**config.mk**
```make
export PLATFORM = sky130hd
export DESIGN_NAME = pool_engine
export DESIGN_NICKNAME = d
export VERILOG_FILES = /design/src/source/accel_pkg.sv /design/src/source/pool_engine.sv
export SDC_FILE = /design/constraint.sdc
export NUM_CORES = 1
export LEC_CHECK = 0
export BUFFER_PORTS_ARGS = -buffer_cell sky130_fd_sc_hd__buf_2
export CORE_MARGIN = 10
export CORE_UTILIZATION = 50
export DETAILED_ROUTE_END_ITERATION = 8
export PLACE_DENSITY = 0.75
export RECOVER_POWER = 25
export SLEW_MARGIN = 5
export SYNTH_ARGS = -nofsm -noshare
export SYNTH_HDL_FRONTEND = slang
export SYNTH_SLANG_ARGS = --single-unit
```
**constraint.sdc**
```tcl
create_clock -name okClk -period 5 [get_ports okClk]
set_input_delay 0.5 -clock okClk [delete_from_list [all_inputs] [get_ports okClk]]
set_output_delay 0.5 -clock okClk [all_outputs]
set_load 0.01 [all_outputs]
```
**src/source/accel_pkg.sv**
```systemverilog
package accel_pkg;

	// --------------------
	// datapath widths
	typedef logic [31:0] word_t;        // bus and FIFO word
	typedef logic [7:0]  pixel_t;       // unsigned pixel
	typedef logic [15:0] result_t;      // pooled result
	typedef logic [15:0] win_count_t;   // windows per command

	localparam int PIXELS_PER_WORD = 4; // one 2x2 window per word

	// --------------------
	// operations
	typedef enum logic [2:0] {
		OP_NONE    = 3'd0,
		OP_MAXPOOL = 3'd1,
		OP_AVEPOOL = 3'd2
	} op_type_e;

	typedef struct packed {
		win_count_t  count;   // bits 31..16
		logic [12:0] rsvd;
		logic [2:0]  op_code; // raw code, may be invalid
	} cmd_t;

	typedef struct packed {
		op_type_e   op_type;
		win_count_t count;
	} op_t;

	typedef struct packed {
		result_t data;
		logic    last; // final window of the command
	} res_beat_t;

endpackage

```
**src/source/pool_engine.sv**
```systemverilog
`timescale 1ns/100ps

module pool_engine (
	input  logic                 okClk,
	input  logic                 rst,
	input  logic                 clear,
	input  accel_pkg::op_t       op,
	input  logic                 op_valid,
	output logic                 op_ready,
	input  accel_pkg::word_t     data_head,
	input  logic                 data_empty,
	output logic                 data_rd,
	output accel_pkg::res_beat_t res,
	output logic                 res_valid,
	input  logic                 res_ready,
	output logic                 op_done
);

	localparam int AVE_SHIFT = $clog2(accel_pkg::PIXELS_PER_WORD);
	localparam int PIX_W     = $bits(accel_pkg::pixel_t);
	localparam int SUM_W     = PIX_W + AVE_SHIFT;

	accel_pkg::op_t        op_q;
	accel_pkg::win_count_t popped;     // windows taken from the data FIFO
	logic                  active;
	accel_pkg::word_t      s1_word;
	logic                  s1_valid;
	logic                  s1_last;
	accel_pkg::pixel_t     pix;
	accel_pkg::pixel_t     max_px;
	logic [SUM_W-1:0]      sum;
	accel_pkg::result_t    reduced;

	assign op_ready = !active;  // pipeline drained between commands
	assign data_rd  = active && (popped != op_q.count) && !data_empty && res_ready;
	assign op_done  = res_valid && res_ready && res.last;

	// --------------------
	// window reduction
	always_comb begin
		max_px = '0;
		sum    = '0;
		for (int i = 0; i < accel_pkg::PIXELS_PER_WORD; i++) begin
			pix = s1_word[i*PIX_W +: PIX_W];
			sum = sum + SUM_W'(pix);
			if (pix > max_px) max_px = pix;
		end
		if (op_q.op_type == accel_pkg::OP_AVEPOOL) reduced = accel_pkg::result_t'(sum >> AVE_SHIFT);
		else reduced = accel_pkg::result_t'(max_px);
	end

	always_ff @(posedge okClk) begin
		if (rst || clear) begin
			active    <= 1'b0;
			popped    <= '0;
			s1_valid  <= 1'b0;
			res_valid <= 1'b0;
		end else begin
			if (op_valid && op_ready) begin
				active <= 1'b1;
				popped <= '0;
			end else if (op_done) begin
				active <= 1'b0;
			end
			if (data_rd) popped <= popped + 1'b1;
			if (res_ready) begin // both stages stall together
				s1_valid  <= data_rd;
				res_valid <= s1_valid;
			end
		end
	end

	always_ff @(posedge okClk) begin
		if (op_valid && op_ready) op_q <= op;
		if (res_ready) begin
			s1_word  <= data_head;
			s1_last  <= (popped == op_q.count - 1'b1);
			res.data <= reduced;
			res.last <= s1_last;
		end
	end

endmodule

```
After elaboration in Yosys (flattened, before gate mapping):

Index checks and enable logic that the tools add are counted.

* $add $sub $neg: 5
* magnitude comparators: 4
* equality and inequality tests: 3
* multiplexer cells: 9
* reductions and logical operators: 11

Operators with widths (number)
* 8-bit two-way mux: 5
* 16-bit two-way mux: 2
* 8-bit greater-than comparator: 3
* 16-bit by 1-bit adder with 16-bit output, second input constant: 1
* 16-bit equality test: 1
* 16-bit != test: 1
* 16-bit by 1-bit subtractor with 16-bit output, second input constant: 1
* 10-bit by 8-bit adder with 10-bit output: 1
* 9-bit by 8-bit adder with 10-bit output: 1
* 8-bit by 8-bit adder with 9-bit output: 1
* 8-bit by 1-bit greater-than comparator with 1-bit output, second input constant: 1
* 1-bit logical AND: 6
* 2-bit nonzero test: 2
* 3-bit by 2-bit equality test with 1-bit output, second input constant: 1
* 1-bit zero test: 2
* 1-bit two-way mux: 2
* 1-bit logical OR: 1

* register bits after elaboration: 88
* bits of input ports: 57
* output and inout bits: 21

Longest topological paths before layout:

* word-level depth: 9
* gate-level depth with buffers: 26
* depth with buffers taken out: 24

Worst setup path before layout:

OpenSTA, ideal clock, no wires.

* kind: reg2reg
* start point: register s1_word[1]
* end point: register res[8] (netlist bit) (data pin)
* setup time: 0.264 ns
* data arrival time: 4.788 ns
* slack: -0.052 ns
* stages on the path, launching flop included: 23
* cells stage by stage: edfxtp_1 inv_1 ha_1 nor2b_1 o211ai_1 a21oi_1 o21ai_2 mux2i_1 ha_1 a41oi_1 a21oi_1 o22ai_1 clkbuf_1 o21ai_0 ha_1 nor2b_1 o211ai_1 a21oi_1 nor2_1 and3_1 clkbuf_1 a221oi_1 a21boi_0

* word-level cells in the longest chain between the ends: 9
* elaborated cells on any way between the ends: 12
* those cells by class: add/sub: 3; order compare: 4; mux: 5

RTL lines
* start: declaration: line pool_engine.sv:26 `accel_pkg::word_t s1_word;`
* start signal: assignment: line pool_engine.sv:76 `s1_word <= data_head;`
* 8-bit by 1-bit greater-than comparator with 1-bit output: line pool_engine.sv:46 `if (pix > max_px) max_px = pix;`
* 8-bit two-way mux: line pool_engine.sv:46
* 8-bit greater-than comparator: line pool_engine.sv:46
* 8-bit two-way mux: line pool_engine.sv:46
* 8-bit greater-than comparator: line pool_engine.sv:46
* 8-bit two-way mux: line pool_engine.sv:46
* 8-bit greater-than comparator: line pool_engine.sv:46
* 8-bit two-way mux: line pool_engine.sv:46
* 8-bit two-way mux *: line pool_engine.sv:48 `if (op_q.op_type == accel_pkg::OP_AVEPOOL) reduced = accel_pkg::result_t'(sum >> AVE_SHIFT);`
* via reduced[7]: line pool_engine.sv:32 `accel_pkg::result_t reduced;`
* end: declaration: line pool_engine.sv:13 `output accel_pkg::res_beat_t res,`

The timed path passes the listed nets; every way through them passes the cells marked *.
A chain may end at the register's enable or synchronous reset.

Worst setup path in the final report:

* start point: register s1_word[15]
* end point: register res[8] (netlist bit) (data pin)

* word-level cells in the longest chain between the ends: 7
* elaborated cells on any way between the ends: 10
* those cells by class: add/sub: 3; order compare: 3; mux: 4

RTL lines (line)
* 8-bit greater-than comparator: pool_engine.sv:46
* 8-bit two-way mux: pool_engine.sv:46
* 8-bit greater-than comparator: pool_engine.sv:46
* 8-bit two-way mux: pool_engine.sv:46
* 8-bit greater-than comparator: pool_engine.sv:46
* 8-bit two-way mux: pool_engine.sv:46
* 8-bit two-way mux *: pool_engine.sv:48
* via reduced[7]: pool_engine.sv:32

Marks and branches as above.

==> impl_metrics.json <==
{
  "drc": 0,
  "syn_area_sq_um": 4950,
  "period_minus_slack_ns": 4.86,
  "ys_ff_latch": 80,
  "met1_usage_pct": 18.6,
  "initial_core_util_pct": 50.9,
  "die_width_um": 119,
  "dpl_cell_area_sq_um": 5390,
  "ys_warn_count": 0,
  "grt_pass1_wl_mm": 19.0,
  "tightest_slew_ns": 0.788,
  "ant_nets": 0,
  "grt_max_degree": 47,
  "rows": 36,
  "outcome": "finished, final reports clean",
  "portBuffers": 69,
  "hpwlAfterDp_mm": 8.96,
  "cellLeakagePower_nw": 2.36,
  "hold_start": "op[15]",
  "fin_skew_ns": 0.0118,
  "first_iter_violations": 293,
  "area_delta_synth_final_pct": 16.0,
  "fin_cells": 685,
  "final_hold_viol_count": 0,
  "rrSetupSlack_ns": 0.14,
  "path_max_fanout": 19,
  "slew_headroom_pct": 47.4,
  "synth.avg_cell_area_sq_um": 10.5,
  "dp.cells": 662,
  "end_kind": "flip-flop",
  "final_common_cell": "buf_2",
  "maxCapViolCount": 0,
  "finalSetupViolations": 0,
  "fmax_mhz": 206,
  "antenna_found_initial": 0,
  "fin_nets": 653,
  "coreArea_sq_um": 9730,
  "diodes": 0,
  "boundaryPins": 78,
  "grt_usage_pct": 16.5,
  "final_area_sq_um": 5740,
  "insertion_delay_ns": 0.39,
  "slew_violations": 0,
  "drive_above_1_share_pct": 20.8,
  "ys_async_sr_fraction_pct": 0,
  "cts-buffers-inserted": 9,
  "grt.overflow.total": 0,
  "vias_per_cell": 5.60,
  "gp_congestion": 0.873,
  "min_path_type": "in2reg",
  "start_kind": "flip-flop",
  "synth_edf_count": 61,
  "worstReg2RegEnd": "res[8]$_DFFE_PP_",
  "tritoncts": "done",
  "synth_cell_types": 54,
  "min_to": "op_q[15]$_DFFE_PP_",
  "p_switching_w": 0.000667,
  "reg2regPathDepth": 21,
  "cts_htree_levels": 3,
  "clkPwrFrac_pct": 25.7,
  "die_area_sq_um": 14300,
  "min_path_cells": 1,
  "seq_area_frac_synth_pct": 44.7,
  "syn_inst": 472,
  "cp.required_ns": 5.21,
  "wl_mm": 11.6,
  "path_clk_slew_ns": 0.09,
  "worstReg2RegStart": "s1_word[15]$_DFFE_PP_",
  "intPower_w": 0.00138,
  "dr.pass1.iters": 4,
  "root_buffer": "clkbuf_8",
  "grt_pass1_vias": 3941,
  "seqPwrFrac_pct": 40.6,
  "use_met3_pct": 4.55,
  "period_share_pct": 97.2,
  "num_vias": 3833,
  "cp.arrival_ns": 5.07,
  "power_frac_comb_pct": 33.7,
  "switching_share_pct": 32.6,
  "grt.busiest_layer": "met2",
  "clkSinkCount": 80,
  "avgRoutedWirePerCell_um": 16.9,
  "most-common-layout-cells": "buf_2, edfxtp_1, nor2_1",
  "die_height_um": 119,
  "clock_path_buffers": 2,
  "postCtsHoldBufs": 0,
  "p_per_area_nw_per_um2": 357,
  "ir_drop_mv": 0.211,
  "use_met2_pct": 28.6,
  "worstSetupPathType": "reg2reg",
  "hold_ws_ns": 0.279,
  "synth_flop_cell": "edfxtp_1"
}
worst max-delay path: stages (launching register included):
cell	delay, ns
edfxtp_1	0.45
ha_1	0.36
nand4_1	0.16
or2_2	0.38
o21ai_4	0.09
buf_12	0.15
mux2i_2	0.33
ha_1	0.32
a41oi_1	0.21
a21oi_1	0.09
o22ai_1	0.16
buf_6	0.20
or2_2	0.14
nand2_1	0.05
ha_1	0.30
nand4_1	0.12
nand2b_1	0.17
a21oi_2	0.20
nor2_2	0.06
and3_1	0.19
a221oi_1	0.29
a21boi_0	0.25
Yosys cell counts, drive strengths merged (5+ instances only):
master | n | area (sq um)
nor2b | 8 | 50.1
buf | 14 | 101
or3 | 6 | 37.5
or2 | 5 | 31.3
nor3 | 8 | 40.0
nand3 | 13 | 65.1
nor4 | 5 | 37.5
o21ai | 27 | 139
nand3b | 6 | 45.0
ha | 33 | 413
xnor2 | 11 | 96.3
and3 | 11 | 68.8
edfxtp | 61 | 1830
clkbuf | 10 | 38.8
nand2 | 35 | 131
a21oi | 36 | 180
mux2i | 13 | 130
nor2 | 37 | 139
xor2 | 18 | 158
dfxtp | 19 | 380
fa | 16 | 320
inv | 25 | 93.8
nand4 | 10 | 62.6
metal layers:
metal | vias to the layer above | part of all wire (%)
li1 | 1843 | -
met3 | 35 | 5.1
met5 | - | 0
met2 | 124 | 51
met1 | 1831 | 41
met4 | 0 | 3.0
cell type report:
| cell class | count | area, sq um |
|---|---|---|
| Inverter | 26 | 97.6 |
| Timing Repair Buffer | 80 | 444 |
| Fill cell | 851 | 3990 |
| Sequential cell | 80 | 2210 |
| Multi-Input combinational cell | 350 | 2600 |
| Tap cell | 133 | 166 |
| Clock buffer | 9 | 124 |
| Clock inverter | 7 | 93.8 |
repair_timing:
item,CTS,global route
pin swaps,0,2
setup buffers,0,6
endpoints found under the setup margin,6,8
cloned,0,1
gates resized for setup,2,12
metrics by stage:
stage / total power [W] / worst slack, ns / util (%) / setup TNS [ns]
final: 0.00205 / 0.139 / 59.0 / 0
after global routing: 0.00218 / -0.0763 / 59.0 / -0.137
after CTS: 0.00202 / 0.0867 / 57.8 / 0
after floorplan: 0.00129 / 0.0781 / - / 0
after global placement: 0.00145 / -0.102 / 55.4 / -0.286
after detailed placement: 0.00148 / -0.286 / 55.4 / -1.22
worst max-delay path by stage:
stage,startpoint,slack (ns),cells past startpoint,end
detailed placement,s1_word[15]$_DFFE_PP_,-0.29,19,res[8]$_DFFE_PP_
finish,s1_word[15]$_DFFE_PP_,0.14,21,res[8]$_DFFE_PP_
floorplan,s1_word[1]$_DFFE_PP_,0.08,22,res[8]$_DFFE_PP_
global placement,s1_word[15]$_DFFE_PP_,-0.10,19,res[8]$_DFFE_PP_
global route,s1_word[15]$_DFFE_PP_,-0.08,21,res[8]$_DFFE_PP_
CTS,s1_word[15]$_DFFE_PP_,0.09,19,res[8]$_DFFE_PP_
sequential cells by signal, indices dropped and copies added (netlist names):
name       flops
s1_word       32
op_q          19
active         1
res            9
s1_last        1
popped        16
s1_valid       1
res_valid      1
power by group through the flow:
stage / registers [W] / clock network, W / logic, W
final: 0.000830 / 0.000526 / 0.000690
after global routing: 0.000837 / 0.000570 / 0.000770
after CTS: 0.000830 / 0.000542 / 0.000648
after detailed placement: 0.000845 / 0 / 0.000638
after global placement: 0.000843 / 0 / 0.000611
after floorplan: 0.000842 / 0 / 0.000450
kinds of logic after synthesis:
logic type / synth area share (%)
flip-flops: 44.7
adder cells (fa/ha/maj): 14.8
AND/OR/NAND/NOR: 16.1
buffers and inverters: 4.80
XOR/XNOR: 5.13
AO/OA/AOI/OAI: 11.3
other: 0.0758
multiplexers: 3.16
Note: power is estimated with default switching activity, not from simulation.
