**src/source/accel_pkg.sv**
```systemverilog
package accel_pkg;

	// --------------------
	// datapath widths
	typedef logic [31:0] word_t;        // bus and FIFO word
	typedef logic [7:0]  pixel_t;       // unsigned pixel
	typedef logic [15:0] result_t;      // pooled result
	typedef logic [15:0] win_count_t;   // windows per command

	localparam int PIXELS_PER_WORD = 4; // one 2x2 window per word

	// --------------------
	// operations
	typedef enum logic [2:0] {
		OP_NONE    = 3'd0,
		OP_MAXPOOL = 3'd1,
		OP_AVEPOOL = 3'd2
	} op_type_e;

	typedef struct packed {
		win_count_t  count;   // bits 31..16
		logic [12:0] rsvd;
		logic [2:0]  op_code; // raw code, may be invalid
	} cmd_t;

	typedef struct packed {
		op_type_e   op_type;
		win_count_t count;
	} op_t;

	typedef struct packed {
		result_t data;
		logic    last; // final window of the command
	} res_beat_t;

endpackage

```
**src/source/host_bus_pkg.sv**
```systemverilog
package host_bus_pkg;

	typedef struct packed {
		logic        cyc;
		logic        stb;
		logic        we;
		logic [2:0]  adr;
		logic [31:0] dat;
	} wb_req_t;

	typedef struct packed {
		logic        ack;
		logic [31:0] dat;
	} wb_rsp_t;

	// --------------------
	// register map
	typedef enum logic [2:0] {
		REG_CTRL   = 3'd0,
		REG_STATUS = 3'd1,
		REG_CMD    = 3'd2,
		REG_DATA   = 3'd3,
		REG_RESULT = 3'd4
	} reg_addr_e;

	localparam int CTRL_OP_EN = 0;    // enable command fetch
	localparam int CTRL_CLEAR = 1;    // flush FIFOs and counters, self-clearing

	localparam int ST_IN_READY  = 0;
	localparam int ST_OUT_READY = 1;
	localparam int ST_CMD_EMPTY = 2;
	localparam int ST_RES_EMPTY = 3;
	localparam int ST_BUSY      = 4;
	localparam int ST_ERROR     = 5;
	localparam int ST_OPS_LSB   = 16; // ops_done in 31..16

endpackage

```
**src/source/host_port.sv**
```systemverilog
`timescale 1ns/100ps

module host_port #(
	parameter int FIFO_DEPTH      = 1024,
	parameter int BLOCK_SIZE      = 128,
	parameter int BUFFER_HEADROOM = 20
) (
	input  logic                        okClk,
	input  logic                        rst,
	input  host_bus_pkg::wb_req_t       wb_req,
	output host_bus_pkg::wb_rsp_t       wb_rsp,
	output logic                        op_en,
	output logic                        clear,
	output logic                        cmd_wr,
	output logic                        data_wr,
	output accel_pkg::word_t            wr_word,
	input  logic                        cmd_full,
	input  logic                        data_full,
	input  logic [$clog2(FIFO_DEPTH):0] data_count,
	input  logic [$clog2(FIFO_DEPTH):0] result_count,
	input  logic                        cmd_empty,
	input  logic                        result_empty,
	output logic                        result_rd,
	input  accel_pkg::word_t            result_word,
	input  logic                        busy,
	input  logic                        error,
	input  accel_pkg::win_count_t       ops_done
);

	localparam int CW = $clog2(FIFO_DEPTH) + 1;
	localparam logic [CW-1:0] IN_LIMIT  = CW'(FIFO_DEPTH - BUFFER_HEADROOM - BLOCK_SIZE);
	localparam logic [CW-1:0] OUT_LIMIT = CW'(BLOCK_SIZE);

	host_bus_pkg::reg_addr_e addr;
	logic                    access;
	logic                    is_wr;
	logic                    stall;
	logic                    ack_q;
	logic                    in_ready;
	logic                    out_ready;
	accel_pkg::word_t        dat_q;
	accel_pkg::word_t        status;

	// --------------------
	// bus decode
	assign addr    = host_bus_pkg::reg_addr_e'(wb_req.adr);
	assign access  = wb_req.cyc && wb_req.stb && !ack_q; // one action per strobe
	assign is_wr   = access && wb_req.we;
	assign stall   = is_wr && ((addr == host_bus_pkg::REG_CMD && cmd_full) ||
		(addr == host_bus_pkg::REG_DATA && data_full)); // wait states until space frees
	assign cmd_wr  = is_wr && (addr == host_bus_pkg::REG_CMD) && !cmd_full;
	assign data_wr = is_wr && (addr == host_bus_pkg::REG_DATA) && !data_full;
	assign wr_word = wb_req.dat;
	assign result_rd = access && !wb_req.we && (addr == host_bus_pkg::REG_RESULT) &&
		!result_empty;
	assign wb_rsp  = '{ack: ack_q, dat: dat_q};

	always_comb begin
		status = '0;
		status[host_bus_pkg::ST_IN_READY]  = in_ready;
		status[host_bus_pkg::ST_OUT_READY] = out_ready;
		status[host_bus_pkg::ST_CMD_EMPTY] = cmd_empty;
		status[host_bus_pkg::ST_RES_EMPTY] = result_empty;
		status[host_bus_pkg::ST_BUSY]      = busy;
		status[host_bus_pkg::ST_ERROR]     = error;
		status[host_bus_pkg::ST_OPS_LSB +: $bits(accel_pkg::win_count_t)] = ops_done;
	end

	// --------------------
	// control and throttle
	always_ff @(posedge okClk) begin
		if (rst) begin
			ack_q     <= 1'b0;
			op_en     <= 1'b0;
			clear     <= 1'b0;
			in_ready  <= 1'b1;
			out_ready <= 1'b0;
		end else begin
			ack_q <= access && !stall;
			clear <= is_wr && (addr == host_bus_pkg::REG_CTRL) &&
				wb_req.dat[host_bus_pkg::CTRL_CLEAR]; // one-cycle pulse
			if (is_wr && addr == host_bus_pkg::REG_CTRL) op_en <= wb_req.dat[host_bus_pkg::CTRL_OP_EN];
			in_ready  <= (data_count <= IN_LIMIT);    // room for another block
			out_ready <= (result_count >= OUT_LIMIT); // a full block waiting
		end
	end

	always_ff @(posedge okClk) begin
		if (access && !wb_req.we) begin
			case (addr)
				host_bus_pkg::REG_CTRL:   dat_q <= accel_pkg::word_t'(op_en);
				host_bus_pkg::REG_STATUS: dat_q <= status;
				host_bus_pkg::REG_RESULT: dat_q <= result_empty ? '0 : result_word; // zero when empty
				default:                  dat_q <= '0;
			endcase
		end
	end

endmodule

```
**config.mk**
```make
export PLATFORM = sky130hd
export DESIGN_NAME = host_port
export DESIGN_NICKNAME = d
export VERILOG_FILES = /design/src/source/accel_pkg.sv /design/src/source/host_bus_pkg.sv /design/src/source/host_port.sv
export SDC_FILE = /design/constraint.sdc
export NUM_CORES = 1
export LEC_CHECK = 0
export ABC_AREA = 0
export ABC_CLOCK_PERIOD_IN_PS = 3400
export BUFFER_PORTS_ARGS = -buffer_cell sky130_fd_sc_hd__buf_2
export CAP_MARGIN = 0
export CORE_ASPECT_RATIO = 0.7
export CORE_MARGIN = 8
export CORE_UTILIZATION = 30
export CTS_BUF_LIST = sky130_fd_sc_hd__clkbuf_4 sky130_fd_sc_hd__clkbuf_8
export CTS_CLUSTER_SIZE = 20
export DETAILED_ROUTE_END_ITERATION = 7
export GPL_ROUTABILITY_DRIVEN = 0
export GPL_TIMING_DRIVEN = 0
export PLACE_DENSITY = 0.7
export REMOVE_ABC_BUFFERS = 1
export SYNTH_ARGS = -nofsm -noshare
export SYNTH_HDL_FRONTEND = slang
export SYNTH_SLANG_ARGS = --single-unit
```
**constraint.sdc**
```tcl
create_clock -name okClk -period 3.4 [get_ports okClk]
set_input_delay 0.68 -clock okClk [delete_from_list [all_inputs] [get_ports okClk]]
set_output_delay 0.68 -clock okClk [all_outputs]
set_load 0.01 [all_outputs]
```
# --- Yosys cells after proc, flatten, opt, wreduce, memory -nomap -nowiden ---
# Index checks and enable logic that the tools add are counted.
# W data, S select, Z words.
totals:
  mem_bits_rw: 0
  input_bits: 116
  rom_bits: 0
  ff_bits: 37
  latchBits: 0
  n_memories: 0
op_classes:
  div_mod_pow: 0
  reduce_logical: 24
  multipliers: 0
  bitwise: 0
  muxes: 2
  shift: 0
  eq_ne: 4
  addsub: 0
  n_lt_le_gt_ge: 2
op_table:
  columns: ["cell", "n"]
  rows:
  - ["$pmux W32 S3", 1]
  - ["$mux W32", 1]
  - ["$logic_and A1 B1 Y1", 16]
  - ["$ge A11 B8 Y1 const B", 1]
  - ["$le A11 B10 Y1 const B", 1]
  - ["$eq A3 B2 Y1 const B", 2]
  - ["$logic_not A1 Y1", 6]
  - ["$eq A3 B1 Y1 const B", 1]
  - ["$eq A3 B3 Y1 const B", 1]
  - ["$logic_not A3 Y1", 1]
  - ["$logic_or A1 B1 Y1", 1]

# --- Logic depth before layout (Yosys ltp) ---
# Gate-level depths: netlist of run 1.
logic_depth:
  word_depth: 6
  ltp_mapped: 4
  depth_no_buf: 3

# --- Least setup slack after synthesis of run 1 ---
# Ideal clock, no wire load.
synth_timing:
  kind: "input to output"
  start: "input wb_req[36] (netlist bit)"
  end: "output result_rd"
  slack_ns: 0.108
  t_arrival_ns: 2.612
  path_buffers: 0
  path_stages: 3
  cell_sequence: "nand3b_1 > nor2_1 > and2_1"
synth_via:
  elab_chain_cells: 5
synth_lines:
  columns: ["item", "line_no", "rtl"]
  rows:
  - ["from (decl)", "host_port.sv:10", "input host_bus_pkg::wb_req_t wb_req,"]
  - ["$logic_and A1 B1 Y1 (2 in series)", "host_port.sv:47", "assign access = wb_req.cyc && wb_req.stb && !ack_q;"]
  - ["$logic_and A1 B1 Y1 (3 in series)", "host_port.sv:54", "assign result_rd = access && !wb_req.we && (addr == host_bus_pkg::REG_RESULT) &&"]
  - ["to (decl)", "host_port.sv:23", "output logic result_rd,"]
# Every way passes these cells.

# --- Worst setup path in the final report of run 1 ---
# Same ends and word-level chain as after synthesis.

==> flow_metrics.py, run 1 <==
metrics = {
    "global_route": {
        "grt_pass1_wl_um": 7690,
        "antenna_found_initial": 0,
        "grt_overflow": 0,
        "grt_pass1_vias": 1475,
        "grt_max_degree": 34,
        "track_usage_pct": 11.7,
    },
    "sta": {
        "tightest_slew_ns": 0.969,
        "min_period_ns": 2.81,
        "skew_ns": 0.00470,
        "fmax_ghz": 0.356,
        "slew-limit-headroom_pct": 35.3,
        "rsz0062_at_grt": "no",
        "fin_crit_sh_pct": 82.7,
        "hold_violations": 0,
        "slew_viol_final": 0,
        "fin_setup_tns_ns": 0,
        "finalSetupViolations": 0,
    },
    "critical_path": {
        "crit_path_frequent_cell": "buf_2",
        "required_ns": 2.72,
        "end_kind": "output port",
        "cp.depth": 5,
        "rrSetupSlack_ns": 1.60,
        "startpoint_type": "input port",
        "cpPeakStageDelay_ns": 0.77,
        "path_cells": "buf_2 > nand3b_1 > nor2_4 > and2_1 > buf_2",
        "critical_path_class": "input port to output port",
        "r2r_start": "ack_q",
        "reg2reg_depth": 2,
        "cp_slowest_cell": "nor2_4",
        "cpLargestDelayFamily": "simple AND/OR/NAND/NOR gates",
        "startpoint": "wb_req[36]",
        "cp_max_fo": 33,
        "critPathCapture": "result_rd",
        "cp_num_buf_inv": 2,
        "cp_data_arrival_time_ns": 2.13,
        "r2r-end": "dat_q[5]",
    },
    "clock_tree": {
        "cts_sinks": 37,
        "post-cts-setup-buffers": 0,
        "clockBufferDepth": 2,
        "cts_root_buffer": "clkbuf_8",
        "cts_tree": "done",
        "clkLatencyLatePin_ns": 0.28,
        "hold_buffers": 0,
        "numCtsBuffers": 5,
        "htree_num_levels": 2,
        "post_cts_resized": 0,
        "clk_pin_slew_worst_paths_ns": 0.07,
    },
    "layout": {
        "layout_commonest_cell": "buf_2",
        "area_delta_synth_final_pct": 29.1,
        "final_cell_mix": "buf_2 (118), edfxtp_1 (32), a22o_1 (21)",
        "final_cell_count_no_fill": 300,
        "diodes": 0,
        "drive_gt1_share_pct": 58.2,
        "final_nets": 340,
    },
    "floorplanning": {
        "initial_core_util_pct": 31.4,
        "ios": 186,
        "core_area_um2": 5810,
        "fp.dieW_um": 109,
        "die_area_um2": 8880,
        "rows": 23,
        "die_height_um": 81.3,
    },
    "yosys": {
        "synth_area_leaders": "edfxtp_1 (53%), buf_4 (14%), a22o_1 (10%), dfxtp_1 (5.5%), and2_1 (3.8%)",
        "ys_ff_latch": 37,
        "syn_area_per_cell_um2": 13.4,
        "synth_top_cell_by_area": "edfxtp_1",
        "synth_top_area_share_pct": 52.6,
        "synth_cells": 136,
        "ys_seq_area_share_pct": 58.1,
        "ys_warn_count": 0,
        "synth_cell_types": 27,
        "syn_area_um2": 1830,
    },
    "place": {
        "hpwlAfterDp_um": 4580,
        "port_buffers": 118,
        "place_inst": 292,
    },
    "drt": {
        "routed_wl_um": 5700,
        "wl_per_cell_um": 19.0,
        "dr_total_vias": 1385,
        "dr.first_iter.drc_count": 54,
        "drt_pass1_iterations": 4,
        "drc": 0,
        "ant_nets": 0,
        "drt-vias-per-instance": 4.62,
    },
    "power": {
        "ir_drop_mv": 0.161,
        "powerDensity_nw_per_um2": 423,
        "p_leak_nw": 1.00,
    },
    "worst_hold_path": {
        "hp-class": "register to register",
    },
    "outcome": {
        "status": "completed",
    },
    "job": {
        "max_cap_violations": 0,
    },
}
==> worst register-to-register path, delay by kind of cell (launching register included) <==
family	cells	cell delay, ns
flops	1	0.31
simple gates	2	1.10
==> registers in the layout, summed over array words and instances (netlist names) <==
name,count
dat_q,32
in_ready,1
ack_q,1
clear,1
out_ready,1
op_en,1
==> Yosys cell counts <==
master and number:
buf_2 2, a22o_1 21, a31oi_1 1, a21o_1 1
mux2i_1 2, nor4_1 2, and2_1 11, inv_1 2
or3b_1 1, nor3_1 3, nor3b_2 1, and3b_1 1
dfxtp_1 5, buf_4 33, nor4b_4 1, nor2_1 3
o31ai_1 1, a2111oi_2 1, nand3b_1 1, edfxtp_1 32
a211o_1 1, nand2b_1 2, nand4b_1 1, o311ai_0 1
buf_6 3, nor3_2 1, nand2_1 2
==> report_power, final <==
part | leakage [nW] | switching [mW] | internal, mW
combinational | 0.642 | 0.0540 | 0.0584
clock | 0.0518 | 0.156 | 0.216
sequential | 0.311 | 0.00352 | 0.509
==> metrics by stage <==
step	instance area (um2)	hold slack (ns)	util (%)	total power, mW	setup slack, ns
2_1_floorplan	1530	0.502	-	0.561	0.108
3_3_place_gp	2220	0.478	38.2	0.632	-0.679
3_5_place_dp	2240	0.482	38.5	0.636	0.553
4_1_cts	2350	0.494	40.4	1.01	0.550
5_1_grt	2360	0.509	40.6	1.04	0.449
6_report	2360	0.496	40.6	0.997	0.590
==> cell families after synthesis <==
| family | after synthesis | share of synthesized area [%] |
|---|---|---|
| buf+inv | 40 | 16.4 |
| mux | 2 | 1.10 |
| flops | 37 | 58.1 |
| compound gates | 27 | 13.0 |
| simple gates | 30 | 11.4 |
==> how the worst min path moves through the flow <==
stage / slack (ns) / start / endpoint / depth (start not counted)
CTS: 0.49 / op_en / op_en / 2
floorplan: 0.50 / out_ready / dat_q[1] / 1
finish: 0.50 / op_en / op_en / 2
global placement: 0.48 / op_en / op_en / 2
detailed placement: 0.48 / op_en / op_en / 2
global route: 0.51 / op_en / op_en / 2
==> final cells by class <==
type / count / area, um2
fillers: 582 / 3460
clock buffers: 5 / 68.8
clock inverters: 3 / 41.3
well taps: 75 / 93.8
inverters: 2 / 7.51
repair buffers: 119 / 606
multi-input cells: 59 / 479
flip-flops and latches: 37 / 1060
==> layer usage <==
metal	part of all wire (%)	track usage [%]	wire length, um
met4	0.54	3.22	31
met5	0.67	3.30	38
met2	39	15.7	2240
met1	41	13.8	2350
met3	18	8.85	1030
No activity file was read; power rests on OpenSTA's default activity.
==> run 2, diff against run 1 <==
- ABC_AREA: 0 -> 1
- ABC_CLOCK_PERIOD_IN_PS: 3400 -> 2700
- PLACE_DENSITY: 0.7 -> 0.67
- clock period: 3.4 -> 2.7 ns (I/O delays scaled with it)
==> run 2 against run 1 <==
Sequential power increased by 23%. Synthesized cell count grew 55%. Total power grew 16%. Register-to-register slack worse by 0.64 ns. Non-clock buffer count shrank 1. Flip-flop and latch count unchanged. Area after synthesis grew 10%. Setup slack got worse by 0.085 ns. Die area up 8.6%. Largest cell class unchanged. Highest routed layer is now met4.
==> flow_metrics.py, run 2 <==
metrics = {
    "outcome": {
        "status": "completed",
    },
    "yosys": {
        "synth_cells": 211,
        "ys_warn_count": 0,
        "synth_top_cell_by_area": "edfxtp_1",
        "ys_async_sr_fraction_pct": 0,
        "synth_cell_types": 20,
        "ys_seq_area_share_pct": 52.6,
        "synth_top_area_share_pct": 47.7,
        "syn_area_per_cell_um2": 9.55,
        "synthTopCellsByCount": "inv_1 (40), buf_4 (35), edfxtp_1 (32), nand2_1 (32), o21ai_2 (19)",
        "synth_most_common_cell": "inv_1",
        "synth_area_leaders": "edfxtp_1 (48%), buf_4 (13%), o21ai_2 (8.3%), inv_1 (7.4%), nand2_1 (6.0%)",
        "synth-edff-count": 32,
        "ys_ff_latch": 37,
        "syn_area_um2": 2020,
        "ys.flop_type": "edfxtp_1",
    },
    "sta": {
        "fmax_ghz": 0.456,
        "fin_crit_sh_pct": 81.3,
        "hold_violations": 0,
        "tightest_slew_ns": 0.930,
        "fin_setup_tns_ns": 0,
        "slew-limit-headroom_pct": 37.9,
        "min_period_ns": 2.20,
        "rsz0062_at_grt": "no",
        "finalSetupViolations": 0,
        "skew_ns": 0.00594,
        "fin_hold_ws_ns": 0.447,
        "slew_viol_final": 0,
    },
    "layout": {
        "final_cell_count_no_fill": 393,
        "final_cell_mix": "buf_2 (118), inv_1 (40), nand2_1 (32), edfxtp_1 (32), o21ai_2 (19)",
        "layout_commonest_cell": "buf_2",
        "top_register": "dat_q",
        "fillers": 700,
        "final_nets": 414,
        "area_delta_synth_final_pct": 25.8,
        "diodes": 0,
        "largest_register_ffs": 32,
        "final_util_pct": 38.2,
        "drive_gt1_share_pct": 50.5,
    },
    "global_route": {
        "grt_pass1_vias": 1752,
        "track_usage_pct": 12.5,
        "grt_max_degree": 33,
        "antenna_found_initial": 0,
        "grt_overflow": 0,
        "grt_pass1_wl_um": 9250,
    },
    "drt": {
        "ant_nets": 0,
        "drc": 0,
        "drt_pass1_iterations": 4,
        "routed_wl_um": 6090,
        "dr.first_iter.drc_count": 63,
        "dr_total_vias": 1635,
        "wl_per_cell_um": 15.5,
        "drt-vias-per-instance": 4.16,
    },
    "worst_hold_path": {
        "whs_path_depth": 2,
        "hp-class": "input port to register",
    },
    "clock_tree": {
        "clockBufferDepth": 2,
        "clkLatencyLatePin_ns": 0.28,
        "numCtsBuffers": 5,
        "cts_tree": "done",
        "clk_pin_slew_worst_paths_ns": 0.08,
        "cts_sinks": 37,
        "cts_root_buffer": "clkbuf_8",
        "htree_num_levels": 2,
        "post-cts-setup-buffers": 0,
        "hold_buffers": 0,
        "post_cts_resized": 0,
    },
    "power": {
        "ir_drop_mv": 0.159,
        "p_leak_nw": 1.31,
        "powerDensity_nw_per_um2": 458,
        "fin_total_pwr_mw": 1.16,
    },
    "place": {
        "place_inst": 385,
        "hpwlAfterDp_um": 4860,
        "port_buffers": 118,
    },
    "job": {
        "max_cap_violations": 0,
    },
    "critical_path": {
        "startpoint_type": "input port",
        "required_ns": 2.16,
        "cp_max_fo": 32,
        "end_kind": "output port",
        "critical_path_class": "input port to output port",
        "cp_slowest_cell": "nand3_4",
        "path_cells": "buf_2 > nor2_2 > nand3_4 > nor3_2 > buf_2",
        "reg2reg_depth": 3,
        "cp_data_arrival_time_ns": 1.66,
        "cpPeakStageDelay_ns": 0.40,
        "crit_path_frequent_cell": "buf_2",
    },
    "floorplanning": {
        "initial_core_util_pct": 30.4,
        "core_area_um2": 6630,
        "die_area_um2": 9640,
        "die_height_um": 84.6,
        "rows": 25,
        "ios": 186,
        "fp.dieW_um": 114,
    },
}
==> run 2: cell types whose count changed in the layout (fill, tap and decap cells not counted), sizes merged, moves of 11 or more <==
cell / before / now
nand2: 2 / 32
inv: 2 / 41
nor2: 3 / 19
and2: 11 / 0
o21ai: 0 / 22
a22o: 21 / 0
==> run 2: power by group <==
part	internal (mW)	switching [mW]	total [mW]
clock	0.189	0.197	0.386
combinational	0.0647	0.0764	0.141
sequential	0.631	0.00252	0.633
==> run 2: metrics by stage <==
| step | setup WS (ns) | instance area [um2] |
|---|---|---|
| after floorplan | 0.225 | 1730 |
| after global placement | -0.583 | 2430 |
| after detailed placement | 0.112 | 2440 |
| after CTS | 0.0955 | 2530 |
| after global routing | 0.325 | 2530 |
| final | 0.505 | 2530 |
==> run 2: final cells by class <==
class | instances | area, um2 | area share (%)
multi-input combinational | 95 | 526 | 20.7
timing repair buffer | 118 | 591 | 23.3
clock buffer | 6 | 76.3 | 3.01
tap | 94 | 118 | 4.64
clock inverter | 2 | 10.0 | 0.395
sequential | 37 | 1060 | 41.9
inverter | 41 | 154 | 6.07
==> run 2: final timing paths <==
path               from  slack [ns]         to
min            cmd_full        0.45      ack_q
max reg2reg       ack_q        0.96   dat_q[1]
max          wb_req[33]        0.50  result_rd
min reg2reg   out_ready        0.52   dat_q[1]
==> run 2: logic make-up (layout without fill, tap and decap cells) <==
family | after synthesis | in the layout | synth area share (%)
compound gates | 25 | 25 | 9.75
simple gates | 70 | 70 | 15.6
flops | 37 | 37 | 52.6
buf+inv | 79 | 167 | 22.0
==> run 2: worst max-delay path: cells and delay by family <==
family	cells	cell delay (ns)
simple gates	3	0.80
buf+inv	2	0.30
==> run 2: metal layers <==
layer,track usage (%),up-vias,wire (um)
met5,2.76,-,0
met4,2.89,0,10
met3,10.2,2,996
met2,16.5,118,2270
met1,14.9,704,2810
li1,-,811,-
