**src/source/accel_pkg.sv**
```systemverilog
package accel_pkg;

	// --------------------
	// datapath widths
	typedef logic [31:0] word_t;        // bus and FIFO word
	typedef logic [7:0]  pixel_t;       // unsigned pixel
	typedef logic [15:0] result_t;      // pooled result
	typedef logic [15:0] win_count_t;   // windows per command

	localparam int PIXELS_PER_WORD = 4; // one 2x2 window per word

	// --------------------
	// operations
	typedef enum logic [2:0] {
		OP_NONE    = 3'd0,
		OP_MAXPOOL = 3'd1,
		OP_AVEPOOL = 3'd2
	} op_type_e;

	typedef struct packed {
		win_count_t  count;   // bits 31..16
		logic [12:0] rsvd;
		logic [2:0]  op_code; // raw code, may be invalid
	} cmd_t;

	typedef struct packed {
		op_type_e   op_type;
		win_count_t count;
	} op_t;

	typedef struct packed {
		result_t data;
		logic    last; // final window of the command
	} res_beat_t;

endpackage

```
**src/source/result_packer.sv**
```systemverilog
`timescale 1ns/100ps

module result_packer (
	input  logic                 okClk,
	input  logic                 rst,
	input  logic                 clear,
	input  accel_pkg::res_beat_t res,
	input  logic                 res_valid,
	output logic                 res_ready,
	input  logic                 fifo_full,
	output logic                 fifo_wr,
	output accel_pkg::word_t     fifo_word
);

	accel_pkg::result_t low_q;     // first result of a pair
	logic               low_valid;
	logic               accept;

	assign res_ready = !fifo_full;
	assign accept    = res_valid && res_ready;

	always_ff @(posedge okClk) begin
		if (rst || clear) begin
			low_valid <= 1'b0;
			fifo_wr   <= 1'b0;
		end else begin
			fifo_wr <= 1'b0;
			if (accept) begin
				if (low_valid) begin
					fifo_wr   <= 1'b1; // pair complete
					low_valid <= 1'b0;
				end else if (res.last) begin
					fifo_wr <= 1'b1;     // flush lone result
				end else begin
					low_valid <= 1'b1;
				end
			end
		end
	end

	always_ff @(posedge okClk) begin
		if (accept) begin
			if (low_valid) begin
				fifo_word <= {res.data, low_q}; // low half first
			end else begin
				fifo_word <= {accel_pkg::result_t'(0), res.data};
				low_q     <= res.data;
			end
		end
	end

endmodule

```
**config.mk**
```make
export PLATFORM = sky130hd
export DESIGN_NAME = result_packer
export DESIGN_NICKNAME = d
export VERILOG_FILES = /design/src/source/accel_pkg.sv /design/src/source/result_packer.sv
export SDC_FILE = /design/constraint.sdc
export NUM_CORES = 1
export LEC_CHECK = 0
export ABC_AREA = 1
export ABC_CLOCK_PERIOD_IN_PS = 2300
export BUFFER_PORTS_ARGS = -buffer_cell sky130_fd_sc_hd__buf_2
export CAP_MARGIN = 10
export CORE_MARGIN = 4
export CORE_UTILIZATION = 50
export DETAILED_ROUTE_END_ITERATION = 10
export PLACE_DENSITY = 0.77
export SYNTH_ARGS = -nofsm -noshare
export SYNTH_HDL_FRONTEND = slang
export SYNTH_SLANG_ARGS = --single-unit
```
**constraint.sdc**
```tcl
create_clock -name okClk -period 2.3 [get_ports okClk]
set_input_delay 0.345 -clock okClk [delete_from_list [all_inputs] [get_ports okClk]]
set_output_delay 0.345 -clock okClk [all_outputs]
set_load 0.02 [all_outputs]
```
# Word level (Yosys, flattened, before mapping)

Index checks and enable logic that the tools add are counted.

Bits in registers: 50
Input port bits: 22
Output and inout bits: 34
Logic and storage cells: 17

Multiplexer cells: 5
Bitwise operators: 2
Reduce and logical (&&, ||, !) cells: 5

Operators by type and width:

| operator            | count |
|---|---|
| 2-to-1 mux 16 bit   | 1 |
| 2-to-1 mux 1 bit    | 4 |
| inverter 1 bit      | 2 |
| AND reduction 2 bit | 1 |
| OR reduction 2 bit  | 1 |
| logical AND 1 bit   | 1 |
| logical NOT 1 bit   | 1 |
| logical OR 1 bit    | 1 |

# Logic depth before layout (Yosys ltp)

Gate-level depths: netlist of run 1.

Word-level depth: 4
Mapped depth: 5
Mapped depth without buffers: 5

# Least setup slack after synthesis of run 1

Ideal clock, no wire load.

Path type: input to register
Start point: input port fifo_full
End point: register low_q[0] (enable)
Library setup time: 0.388 ns
Arrival time: 1.337 ns
Required time: 1.912 ns
Slack: 0.574 ns
Stages: 3
Buffers on the path: 0
Cell sequence: inv_1 > nand2_1 > nor2_1

Longest elaborated chain between the ends: 3

Ends and longest elaborated chain:

| element                       | RTL line            | RTL |
|---|---|---|
| start, declared               | result_packer.sv:10 | `input logic fifo_full,` |
| logical NOT 1 bit             | result_packer.sv:19 | `assign res_ready = !fifo_full;` |
| logical AND 1 bit             | result_packer.sv:20 | `assign accept = res_valid && res_ready;` |
| AND reduction 2 bit (no line) | -                   |  |
| end signal, assigned          | result_packer.sv:47 | `low_q <= res.data;` |
| end, declared                 | result_packer.sv:15 | `accel_pkg::result_t low_q;` |

Every way passes these cells.
A chain may end at the register's enable or synchronous reset.

# Final worst setup path of run 1

Start point: register low_valid
End point: register fifo_word[8], data pin

Longest elaborated chain between the ends: 1

Ends and longest elaborated chain:

| element                | RTL line            | RTL |
|---|---|---|
| start, declared        | result_packer.sv:16 | `logic low_valid;` |
| start signal, assigned | result_packer.sv:24 | `low_valid <= 1'b0;` |
| start signal, assigned | result_packer.sv:31 | `low_valid <= 1'b0;` |
| start signal, assigned | result_packer.sv:35 | `low_valid <= 1'b1;` |
| 2-to-1 mux 16 bit      | result_packer.sv:43 | `if (low_valid) begin` |
| end signal, assigned   | result_packer.sv:44 | `fifo_word <= {res.data, low_q};` |
| end signal, assigned   | result_packer.sv:46 | `fifo_word <= {accel_pkg::result_t'(0), res.data};` |
| end, declared          | result_packer.sv:12 | `output accel_pkg::word_t fifo_word` |

Every way passes these cells.

==> results.md, run 1 <==
* Clock transition at path regs at 0.08 ns
* Pin count of the biggest net entering global routing at 27
* Port bufs at 55
* Syn Nets at 170
* Dpl cells at 250
* Synth Cell Area at 0.00193 sq mm
* Row cnt at 22
* Final period util at 0.605
* Starting Density at 0.523
* HP Start: res[14]
* CTS Hold Buffers Added at 0
* Final Hold Viols at 0
* CP Max Fanout at 20
* CP Launch Point: low_valid$_SDFFE_PP0P_
* # IOs at 56
* Num CTS Buffers at 5
* DRT iter0 DRCs at 36
* First-pass GRT wire length at 5240 um
* YS warnings at 0
* Antenna fix cells at 0
* Fin cells at 258
* Wire length on met2 at 1540 um
* Placed cell area at 0.00224 sq mm
* H-tree depth at 2
* Mapped Cells at 148
* Layout area overhead at 20.5%
* Worst EP required at 2.47 ns
* Top Metal Used: met4
* Clock net sink count at 50
* RSZ-0062 raised after global routing: no
* Max VDD drop at 0.451 mV
* Post-CTS setup buffer count at 0
* Final setup viols at 0
* Clk buf depth at 2
* Die Area at 0.00492 sq mm
* First-pass iteration count of the detailed router at 4
* Pwr per Cell Area at 714 mW/mm^2
* Cts repair resizes at 0
* Tot GR Track Use at 0.141
* Root Driver: clkbuf_8
* Final slew viol count at 0
* Setup crit start kind: flip-flop
* Die W at 70.1 um
* DRC at 0
* Synth Register Bits at 50
* Commonest non-fill, non-tap cells in the layout: nand2_1 (58), buf_2 (55), edfxtp_1 (48), inv_1 (18), nand2_2 (10)
* Post-layout nets at 231
* Synth Area per Inst at 13.0 sq um
* Final wirelength at 3180 um
* Vias at 1,178
* Worst skew pair latency at 0.30 ns
* CTS tree: built
* GP Congestion at 0.710
* Core area at 0.00369 sq mm
* Half-perimeter wire length after placement at 2290 um
* FMAX at 718 MHz
* Fin Clk Skew at 0.00512 ns
* Worst slew pin tran at 0.656 ns
* Max cap viols at 0
* Total negative slack at 0 ns
* Drt wl/cell at 12.3 um
* Leakage at 1.11 nW
* Status: complete, no violations
* Antenna-violating nets left at 0
* Crit end category: flip-flop
* Fin crit period at 1.39 ns
* Worst r2r src: low_valid$_SDFFE_PP0P_
* Layout cells sized above 1 at 0.367
* Worst rel slew slack at 0.562
* Via density at 4.57
* Hold WC Path Type: in -> reg
* Routed wl met3 at 315 um
* Sequential area share after synthesis at 0.768
* Post-synth cell types at 12
* Met1 wire length at 1290 um
* Vias in the first global route at 1,137
* Crit path DAT at 1.56 ns
* Die height at 70.1 um
* Critical path class: reg -> reg
* Grt ovf at 0
* Final instance area at 0.00232 sq mm
* Commonest non-fill, non-tap cell in the layout: nand2_1
* Antenna violations before repair at 0
==> per-layer routing <==
| layer | vias to the layer above | track usage |
|---|---|---|
| met5 | - | 0 |
| met4 | 0 | 0.0553 |
| met3 | 5 | 0.0604 |
| met2 | 54 | 0.227 |
| met1 | 524 | 0.166 |
| li1 | 595 | - |
==> critical path, cell delays in order, from the launching register on <==
cell and delay (ns):
dfxtp_1 0.75, buf_4 0.35, nand2_1 0.08, nand2_1 0.08
==> stage by stage <==
| stage | total power [mW] | hold WS (ns) | worst slack (ns) | utilization |
|---|---|---|---|---|
| 2_1_floorplan | 1.15 | 0.444 | 0.574 | - |
| 3_5_place_dp | 1.22 | 0.503 | 0.867 | 0.608 |
| 4_1_cts | 1.68 | 0.237 | 0.886 | 0.630 |
| 6_report | 1.66 | 0.251 | 0.908 | 0.630 |
| 3_3_place_gp | 1.21 | 0.498 | 0.915 | 0.608 |
| 5_1_grt | 1.73 | 0.237 | 0.778 | 0.630 |
==> cells by family (layout without fill, tap and decap cells) <==
logic type,count (synthesis),count (layout),synth area share
flops,50,50,0.768
simple gates,74,74,0.158
buf+inv,24,86,0.0739
==> cell type report <==
| class | instances | area [sq um] |
|---|---|---|
| clock buffers | 6 | 72.6 |
| clock inverters | 2 | 8.76 |
| fillers | 299 | 1360 |
| inverters | 19 | 78.8 |
| multi-input cells | 74 | 305 |
| flip-flops and latches | 50 | 1480 |
| well taps | 48 | 60.1 |
| repair buffers | 59 | 318 |
==> sequential cells by signal, indices dropped and copies added (netlist names) <==
signal / count
low_valid: 1
low_q: 16
fifo_word: 32
fifo_wr: 1
==> power by group <==
part | switching [mW] | total, mW | internal (mW)
clock | 0.258 | 0.467 | 0.209
combinational | 0.0923 | 0.141 | 0.0487
sequential | 0.0120 | 1.05 | 1.04
total | 0.362 | 1.66 | 1.30
==> final timing paths <==
path	to	slack (ns)	cells after the start
max	fifo_word[8]$_DFFE_PP_	0.91	3
min	low_q[13]$_DFFE_PP_	0.25	1
min reg2reg	fifo_word[10]$_DFFE_PP_	0.52	2
max reg2reg	fifo_word[8]$_DFFE_PP_	0.91	3
==> cell usage after synthesis <==
cell	n	share of area
nor2_2	1	0.0032
inv_8	1	0.0058
nand2_1	58	0.11
dfxtp_1	2	0.021
inv_1	18	0.035
nand2_2	10	0.032
buf_12	1	0.010
buf_6	2	0.012
buf_4	1	0.0039
edfxtp_1	48	0.75
nor2_1	5	0.0097
clkbuf_8	1	0.0071
(Power assumes the default switching activity.)
==> inputs of run 2 (changes only) <==
--- a/config.mk
+++ b/config.mk
@@ -6,13 +6,13 @@
 export NUM_CORES = 1
 export LEC_CHECK = 0
 export ABC_AREA = 1
-export ABC_CLOCK_PERIOD_IN_PS = 2300
+export ABC_CLOCK_PERIOD_IN_PS = 1200
 export BUFFER_PORTS_ARGS = -buffer_cell sky130_fd_sc_hd__buf_2
 export CAP_MARGIN = 10
 export CORE_MARGIN = 4
-export CORE_UTILIZATION = 50
+export CORE_UTILIZATION = 45
 export DETAILED_ROUTE_END_ITERATION = 10
-export PLACE_DENSITY = 0.77
+export PLACE_DENSITY = 0.74
 export SYNTH_ARGS = -nofsm -noshare
 export SYNTH_HDL_FRONTEND = slang
 export SYNTH_SLANG_ARGS = --single-unit
==> constraint.sdc (replaced) <==
create_clock -name okClk -period 1.2 [get_ports okClk]
set_input_delay 0.18 -clock okClk [delete_from_list [all_inputs] [get_ports okClk]]
set_output_delay 0.18 -clock okClk [all_outputs]
set_load 0.02 [all_outputs]
==> run 2 against run 1 <==
  * First-iteration DRC count increased by 17%
  * Final cell count rose by 2.3%
  * Sequential share of layout area is 2.0 points lower
==> results.md, run 2 (same netlist as run 1, synthesis figures left out) <==
* FILL cells at 347 (+16%)
* Multi-input gate area at 315 sq um (+3.3%)
* CP Launch Point: low_valid$_SDFFE_PP0P_
* First-pass GRT wire length at 5560 um (+6.2%)
* Commonest non-fill, non-tap cells in the layout: nand2_1 (57), buf_2 (55), edfxtp_1 (48), inv_1 (17), nand2_2 (11)
* Worst skew pair latency at 0.29 ns (about the same)
* Grt ovf at 0 (unchanged)
* Final Hold Viols at 0 (unchanged)
* Pin count of the biggest net entering global routing at 28 (+3.7%)
* Leakage at 1.14 nW (+2.6%)
* Die height at 73.5 um (+4.8%)
* Drt wl/cell at 12.9 um (+4.8%)
* Max cap viols at 0 (unchanged)
* CP Max Fanout at 20 (unchanged)
* H-tree depth at 2 (unchanged)
* Worst EP required at 1.37 ns (-1.10 ns)
* GRT busiest layer: met2
* DRT iter0 DRCs at 42 (+17%)
* RR Endpoint: fifo_word[11]$_DFFE_PP_
* Die W at 73.5 um (+4.8%)
* Core area at 0.00409 sq mm (+11%)
* Half-perimeter wire length after placement at 2490 um (+8.7%)
* Regs by FF count: fifo_word (32), low_q (16)
* Root Driver: clkbuf_8
* Layout area overhead at 24.3%
* Final wirelength at 3410 um (+7.2%)
* CTS Hold Buffers Added at 0 (unchanged)
* Worst r2r src: low_valid$_SDFFE_PP0P_
* Clock net sink count at 50 (unchanged)
* Pwr per Cell Area at 1430 mW/mm^2 (+100%)
* Tot GR Track Use at 0.141 (+0.000453)
* Post-CTS setup buffer count at 0 (unchanged)
* Hold Slack at 0.0841 ns (-0.167 ns)
* CTS tree: built
* Vias in the first global route at 1,157 (+1.8%)
* Final setup viols at 0 (unchanged)
* # IOs at 56 (unchanged)
* Worst Hold Endpoint: low_q[3]$_DFFE_PP_
* Register name with the most flops: fifo_word
* Met2 Usage GRT at 0.230 (+0.00366)
* R2R setup slack at 0.08 ns (-0.83 ns)
* Clk buf depth at 2 (unchanged)
* Antenna violations before repair at 0 (unchanged)
* Hold WC Path Type: in -> reg
* Commonest non-fill, non-tap cell in the layout: nand2_1
* Vias at 1,180 (+0.17%)
* Total negative slack at 0 ns (unchanged)
* First-pass iteration count of the detailed router at 4 (unchanged)
* DRC at 0 (unchanged)
* Fin crit period at 1.12 ns (-0.275 ns)
* Clock transition at path regs at 0.09 ns (about the same)
* Row cnt at 23 (+4.5%)
* Cts repair resizes at 0 (unchanged)
* Antenna fix cells at 0 (unchanged)
* Fin Clk Skew at 0.00342 ns (-0.00170 ns)
* RSZ-0062 raised after global routing: no
* Total area of sequential cells at 0.00148 sq mm (unchanged)
* Power Total at 3.43 mW (+110%)
* Worst slew pin tran at 0.352 ns (-0.304 ns)
* Crit end category: flip-flop
* HP Start: res[4]
* Status: complete, no violations
* Setup crit start kind: flip-flop
* Final slew viol count at 0 (unchanged)
* Largest register FFs at 32 (unchanged)
* Worst rel slew slack at 0.765 (+0.203)
* Via density at 4.47 (-2.1%)
* R2R cell count at 3 (unchanged)
* Worst Hold Depth at 1 (unchanged)
* GP Congestion at 0.748 (+5.4%)
* Die Area at 0.00540 sq mm (+9.8%)
* Final period util at 0.931 (+0.326)
* Layout cells sized above 1 at 0.402 (+0.0352)
* Post-layout nets at 235 (+1.7%)
* Met1 Track Usage GR at 0.168 (+0.00183)
* Critical path class: reg -> reg
* Num CTS Buffers at 5 (unchanged)
* Max VDD drop at 0.732 mV (+62%)
* Starting Density at 0.472 (-0.0509)
* Crit path DAT at 1.28 ns (-0.28 ns)
* Antenna-violating nets left at 0 (unchanged)
* Met3 usage at 0.0575 (-0.00298)
* Port bufs at 55 (unchanged)
* FMAX at 895 MHz (+25%)
[run 2: cell type report]
| cell class | count | share of cell area |
|---|---|---|
| Sequential cell | 50 | 0.618 |
| Timing Repair Buffer | 63 | 0.145 |
| Multi-Input combinational cell | 74 | 0.131 |
| Inverter | 19 | 0.0344 |
| Clock buffer | 5 | 0.0287 |
| Tap cell | 50 | 0.0261 |
| Clock inverter | 3 | 0.0167 |
[run 2: critical path, stage by stage (launching register included)]
cell     delay (ns)
dfxtp_1        0.54
buf_4          0.30
nand2_1        0.07
nand2_1        0.08
[run 2: how the worst max path moves through the flow]
stage / endpoint / slack [ns] / cells past startpoint
detailed placement: fifo_word[11]$_DFFE_PP_ / 0.08 / 3
global route: fifo_word[6]$_DFFE_PP_ / 0.007 / 3
CTS: fifo_word[11]$_DFFE_PP_ / 0.07 / 3
global placement: fifo_word[22]$_SDFFCE_PN0P_ / 0.13 / 5
floorplan: fifo_word[0]$_DFFE_PP_ / -0.08 / 3
finish: fifo_word[11]$_DFFE_PP_ / 0.08 / 3
[run 2: stage by stage]
stage,setup slack [ns],instances,cell area [sq um],util
final,0.0826,264,2400,0.587
after global routing,0.00701,264,2400,0.587
after floorplan,-0.0803,148,1950,-
after CTS,0.0696,264,2400,0.587
after detailed placement,0.0803,256,2290,0.560
after global placement,0.134,256,2290,0.560
[run 2: layer usage]
layer,vias up,part of all wire,wire length (um)
met2,50,0.49,1660
met5,-,0,0
met4,0,0.012,40
met3,4,0.10,352
li1,601,-,-
met1,525,0.40,1360
[run 2: where the power goes]
| part | switching, mW | internal, mW | leakage (nW) | total [mW] |
|---|---|---|---|---|
| combinational | 0.187 | 0.103 | 0.608 | 0.290 |
| sequential | 0.0190 | 1.99 | 0.475 | 2.01 |
| clock | 0.520 | 0.613 | 0.0579 | 1.13 |
==> inputs of run 3 (changes only) <==
--- a/config.mk
+++ b/config.mk
@@ -12,7 +12,7 @@
 export CORE_MARGIN = 4
 export CORE_UTILIZATION = 45
 export DETAILED_ROUTE_END_ITERATION = 10
-export PLACE_DENSITY = 0.74
+export PLACE_DENSITY = 0.75
 export SYNTH_ARGS = -nofsm -noshare
 export SYNTH_HDL_FRONTEND = slang
 export SYNTH_SLANG_ARGS = --single-unit
==> run 3 against run 2 <==
  * Clock-buffer cell count unchanged
  * Register-to-register slack improved by 0.08 ns
  * Global-route usage decreased by 0.72 points
  * Worst setup slack improved by 0.056 ns
  * Sequential share of layout area increased by 0.57 points
  * Final cell count decreased by 1.1%
  * Clock power decreased by 17%
  * Critical path type is now reg -> out
  * Largest power group unchanged
==> results.md, run 3 (same netlist as run 1, synthesis figures left out) <==
* Max VDD drop at 0.759 mV (+3.6%)
* Fin Clk Skew at 0.00736 ns (+0.00394 ns)
* Crit path DAT at 0.88 ns (-0.40 ns)
* Worst r2r src: low_valid$_SDFFE_PP0P_
* Post-CTS setup buffer count at 0 (unchanged)
* Starting Density at 0.472 (unchanged)
* Worst skew pair latency at 0.30 ns (about the same)
* Num CTS Buffers at 5 (unchanged)
* Final instance area at 0.00238 sq mm (-0.83%)
* Pin count of the biggest net entering global routing at 33 (+18%)
* Final period util at 0.885 (-0.0463)
* CTS Hold Buffers Added at 0 (unchanged)
* GP Congestion at 0.753 (+0.74%)
* Switch Pwr at 0.745 mW (+2.5%)
* Setup crit start kind: flip-flop
* Max cap viols at 0 (unchanged)
* Half-perimeter wire length after placement at 2320 um (-6.6%)
* Vias at 1,176 (-0.34%)
* Port bufs at 55 (unchanged)
* Slowest cell on crit path: edfxtp_1
* CP Depth at 1 (-2)
* Register name with the most flops: fifo_word
* Crit end category: output pin
* Tot GR Track Use at 0.134 (-0.00725)
* DRC at 0 (unchanged)
* Critical path class: reg -> out
* Grt ovf at 0 (unchanged)
* Commonest non-fill, non-tap cells in the layout: nand2_1 (57), buf_2 (55), edfxtp_1 (48), inv_1 (17), nand2_2 (11)
* Row cnt at 23 (unchanged)
* Buf/Inv on CP at 1 (unchanged)
* RSZ-0062 raised after global routing: no
* Layout cells sized above 1 at 0.393 (-0.00850)
* Crit-path cells: buf_2
* Critical path's largest stage delay at 0.41 ns (-0.13 ns)
* # IOs at 56 (unchanged)
* Drt wl/cell at 12.6 um (-2.4%)
* Clk pwr share at 0.290 (-0.040)
* Layout area overhead at 23.3%
* Vias in the first global route at 1,123 (-2.9%)
* Worst EP required at 1.02 ns (-0.35 ns)
* Commonest non-fill, non-tap cell in the layout: nand2_1
* DRT iter0 DRCs at 51 (+21%)
* Internal at 2.50 mW (-7.8%)
* Final Hold Viols at 0 (unchanged)
* R2R cell count at 4 (+1)
* Die Area at 0.00540 sq mm (unchanged)
* Leakage at 1.12 nW (-2.2%)
* Root Driver: clkbuf_8
* CTS tree: built
* Largest register FFs at 32 (unchanged)
* Final setup viols at 0 (unchanged)
* Combinational power share at 0.090 (+0.006)
* Final slew viol count at 0 (unchanged)
* Clock net sink count at 50 (unchanged)
* Switching share of power at 0.230 (+0.0183)
* Clock transition at path regs at 0.09 ns (about the same)
* Regs by FF count: fifo_word (32), low_q (16)
* Dpl cells at 253 (-1.2%)
* R2R setup slack at 0.16 ns (+0.08 ns)
* Placed cell area at 0.00229 sq mm (+0.11%)
* Via density at 4.51 (+0.81%)
* Final worst setup slack at 0.138 ns (+0.0555 ns)
* Hold WC Path Type: in -> reg
* Pwr per Cell Area at 1360 mW/mm^2 (-4.8%)
* H-tree depth at 2 (unchanged)
* Worst slew pin tran at 0.175 ns (-0.177 ns)
* Status: complete, no violations
* Antenna-violating nets left at 0 (unchanged)
* CP top delay family: flip-flops
* Die height at 73.5 um (unchanged)
* Fin cells at 261 (-1.1%)
* Worst setup endpoint: fifo_word[15]
* Worst slack at placement at 0.0856 ns (+0.00522 ns)
* Fin crit period at 1.06 ns (-0.0555 ns)
* Reg power frac at 0.620 (+0.034)
* Clk buf depth at 2 (unchanged)
* CP Max Fanout at 1 (-95%)
* Die W at 73.5 um (unchanged)
* FMAX at 942 MHz (+5.2%)
* Power Total at 3.24 mW (-5.6%)
* First-pass GRT wire length at 5330 um (-4.1%)
* Antenna violations before repair at 0 (unchanged)
* First-pass iteration count of the detailed router at 5 (+1)
* Post-layout nets at 232 (-1.3%)
* Final wirelength at 3290 um (-3.5%)
* RR Endpoint: fifo_word[15]$_DFFE_PP_
* Worst rel slew slack at 0.883 (+0.118)
* CP Launch Point: fifo_word[15]$_DFFE_PP_
* Antenna fix cells at 0 (unchanged)
* Core area at 0.00409 sq mm (unchanged)
==> run 3: area by class of cell <==
cell class,count,area (sq um)
clock buffers,5,68.8
clock inverters,3,16.3
fillers,344,1710
inverters,19,82.6
multi-input cells,74,315
flip-flops and latches,50,1480
well taps,50,62.6
repair buffers,60,350
==> run 3: routing by layer <==
layer,track usage,share of wire,wire [um]
met5,0,0,0
met4,0.0543,0.014,46
met3,0.0451,0.11,349
met2,0.211,0.46,1520
met1,0.170,0.42,1380
==> run 3: power groups by stage <==
stage	registers [mW]	clock network (mW)	logic [mW]
floorplan	2.11	0	0.110
global placement	2.05	0	0.289
detailed placement	2.05	0	0.298
CTS	2.01	0.969	0.298
global route	2.02	1.03	0.325
finish	2.01	0.939	0.291
==> run 3: repair_timing <==
item                       in CTS  in global routing
setup endpoints to repair       0                  1
resized for setup               0                  1
hold endpoints to repair        0                  0
==> run 3: worst reg2reg max path, cell delays in order, from the launching register on <==
cell	delay (ns)
dfxtp_2	0.41
buf_12	0.19
inv_8	0.09
nand2_1	0.07
nand2_1	0.05
==> run 3: how the worst min path moves through the flow <==
| stage | from | slack (ns) | to | depth (start not counted) |
|---|---|---|---|---|
| 6_report | res[14] | 0.09 | low_q[13]$_DFFE_PP_ | 1 |
| 5_1_grt | res[11] | 0.08 | low_q[10]$_DFFE_PP_ | 1 |
| 4_1_cts | res[16] | 0.08 | low_q[15]$_DFFE_PP_ | 1 |
| 3_5_place_dp | res[3] | 0.40 | low_q[2]$_DFFE_PP_ | 1 |
| 3_3_place_gp | res[16] | 0.39 | low_q[15]$_DFFE_PP_ | 1 |
| 2_1_floorplan | res[1] | 0.28 | low_q[0]$_DFFE_PP_ | 0 |
==> run 3: metrics by stage <==
| stage | hold WS [ns] | util | setup TNS, ns |
|---|---|---|---|
| 2_1_floorplan | 0.279 | - | -2.57 |
| 3_3_place_gp | 0.394 | 0.561 | 0 |
| 5_1_grt | 0.0811 | 0.582 | 0 |
| 3_5_place_dp | 0.395 | 0.561 | 0 |
| 4_1_cts | 0.0799 | 0.582 | 0 |
| 6_report | 0.0873 | 0.582 | 0 |
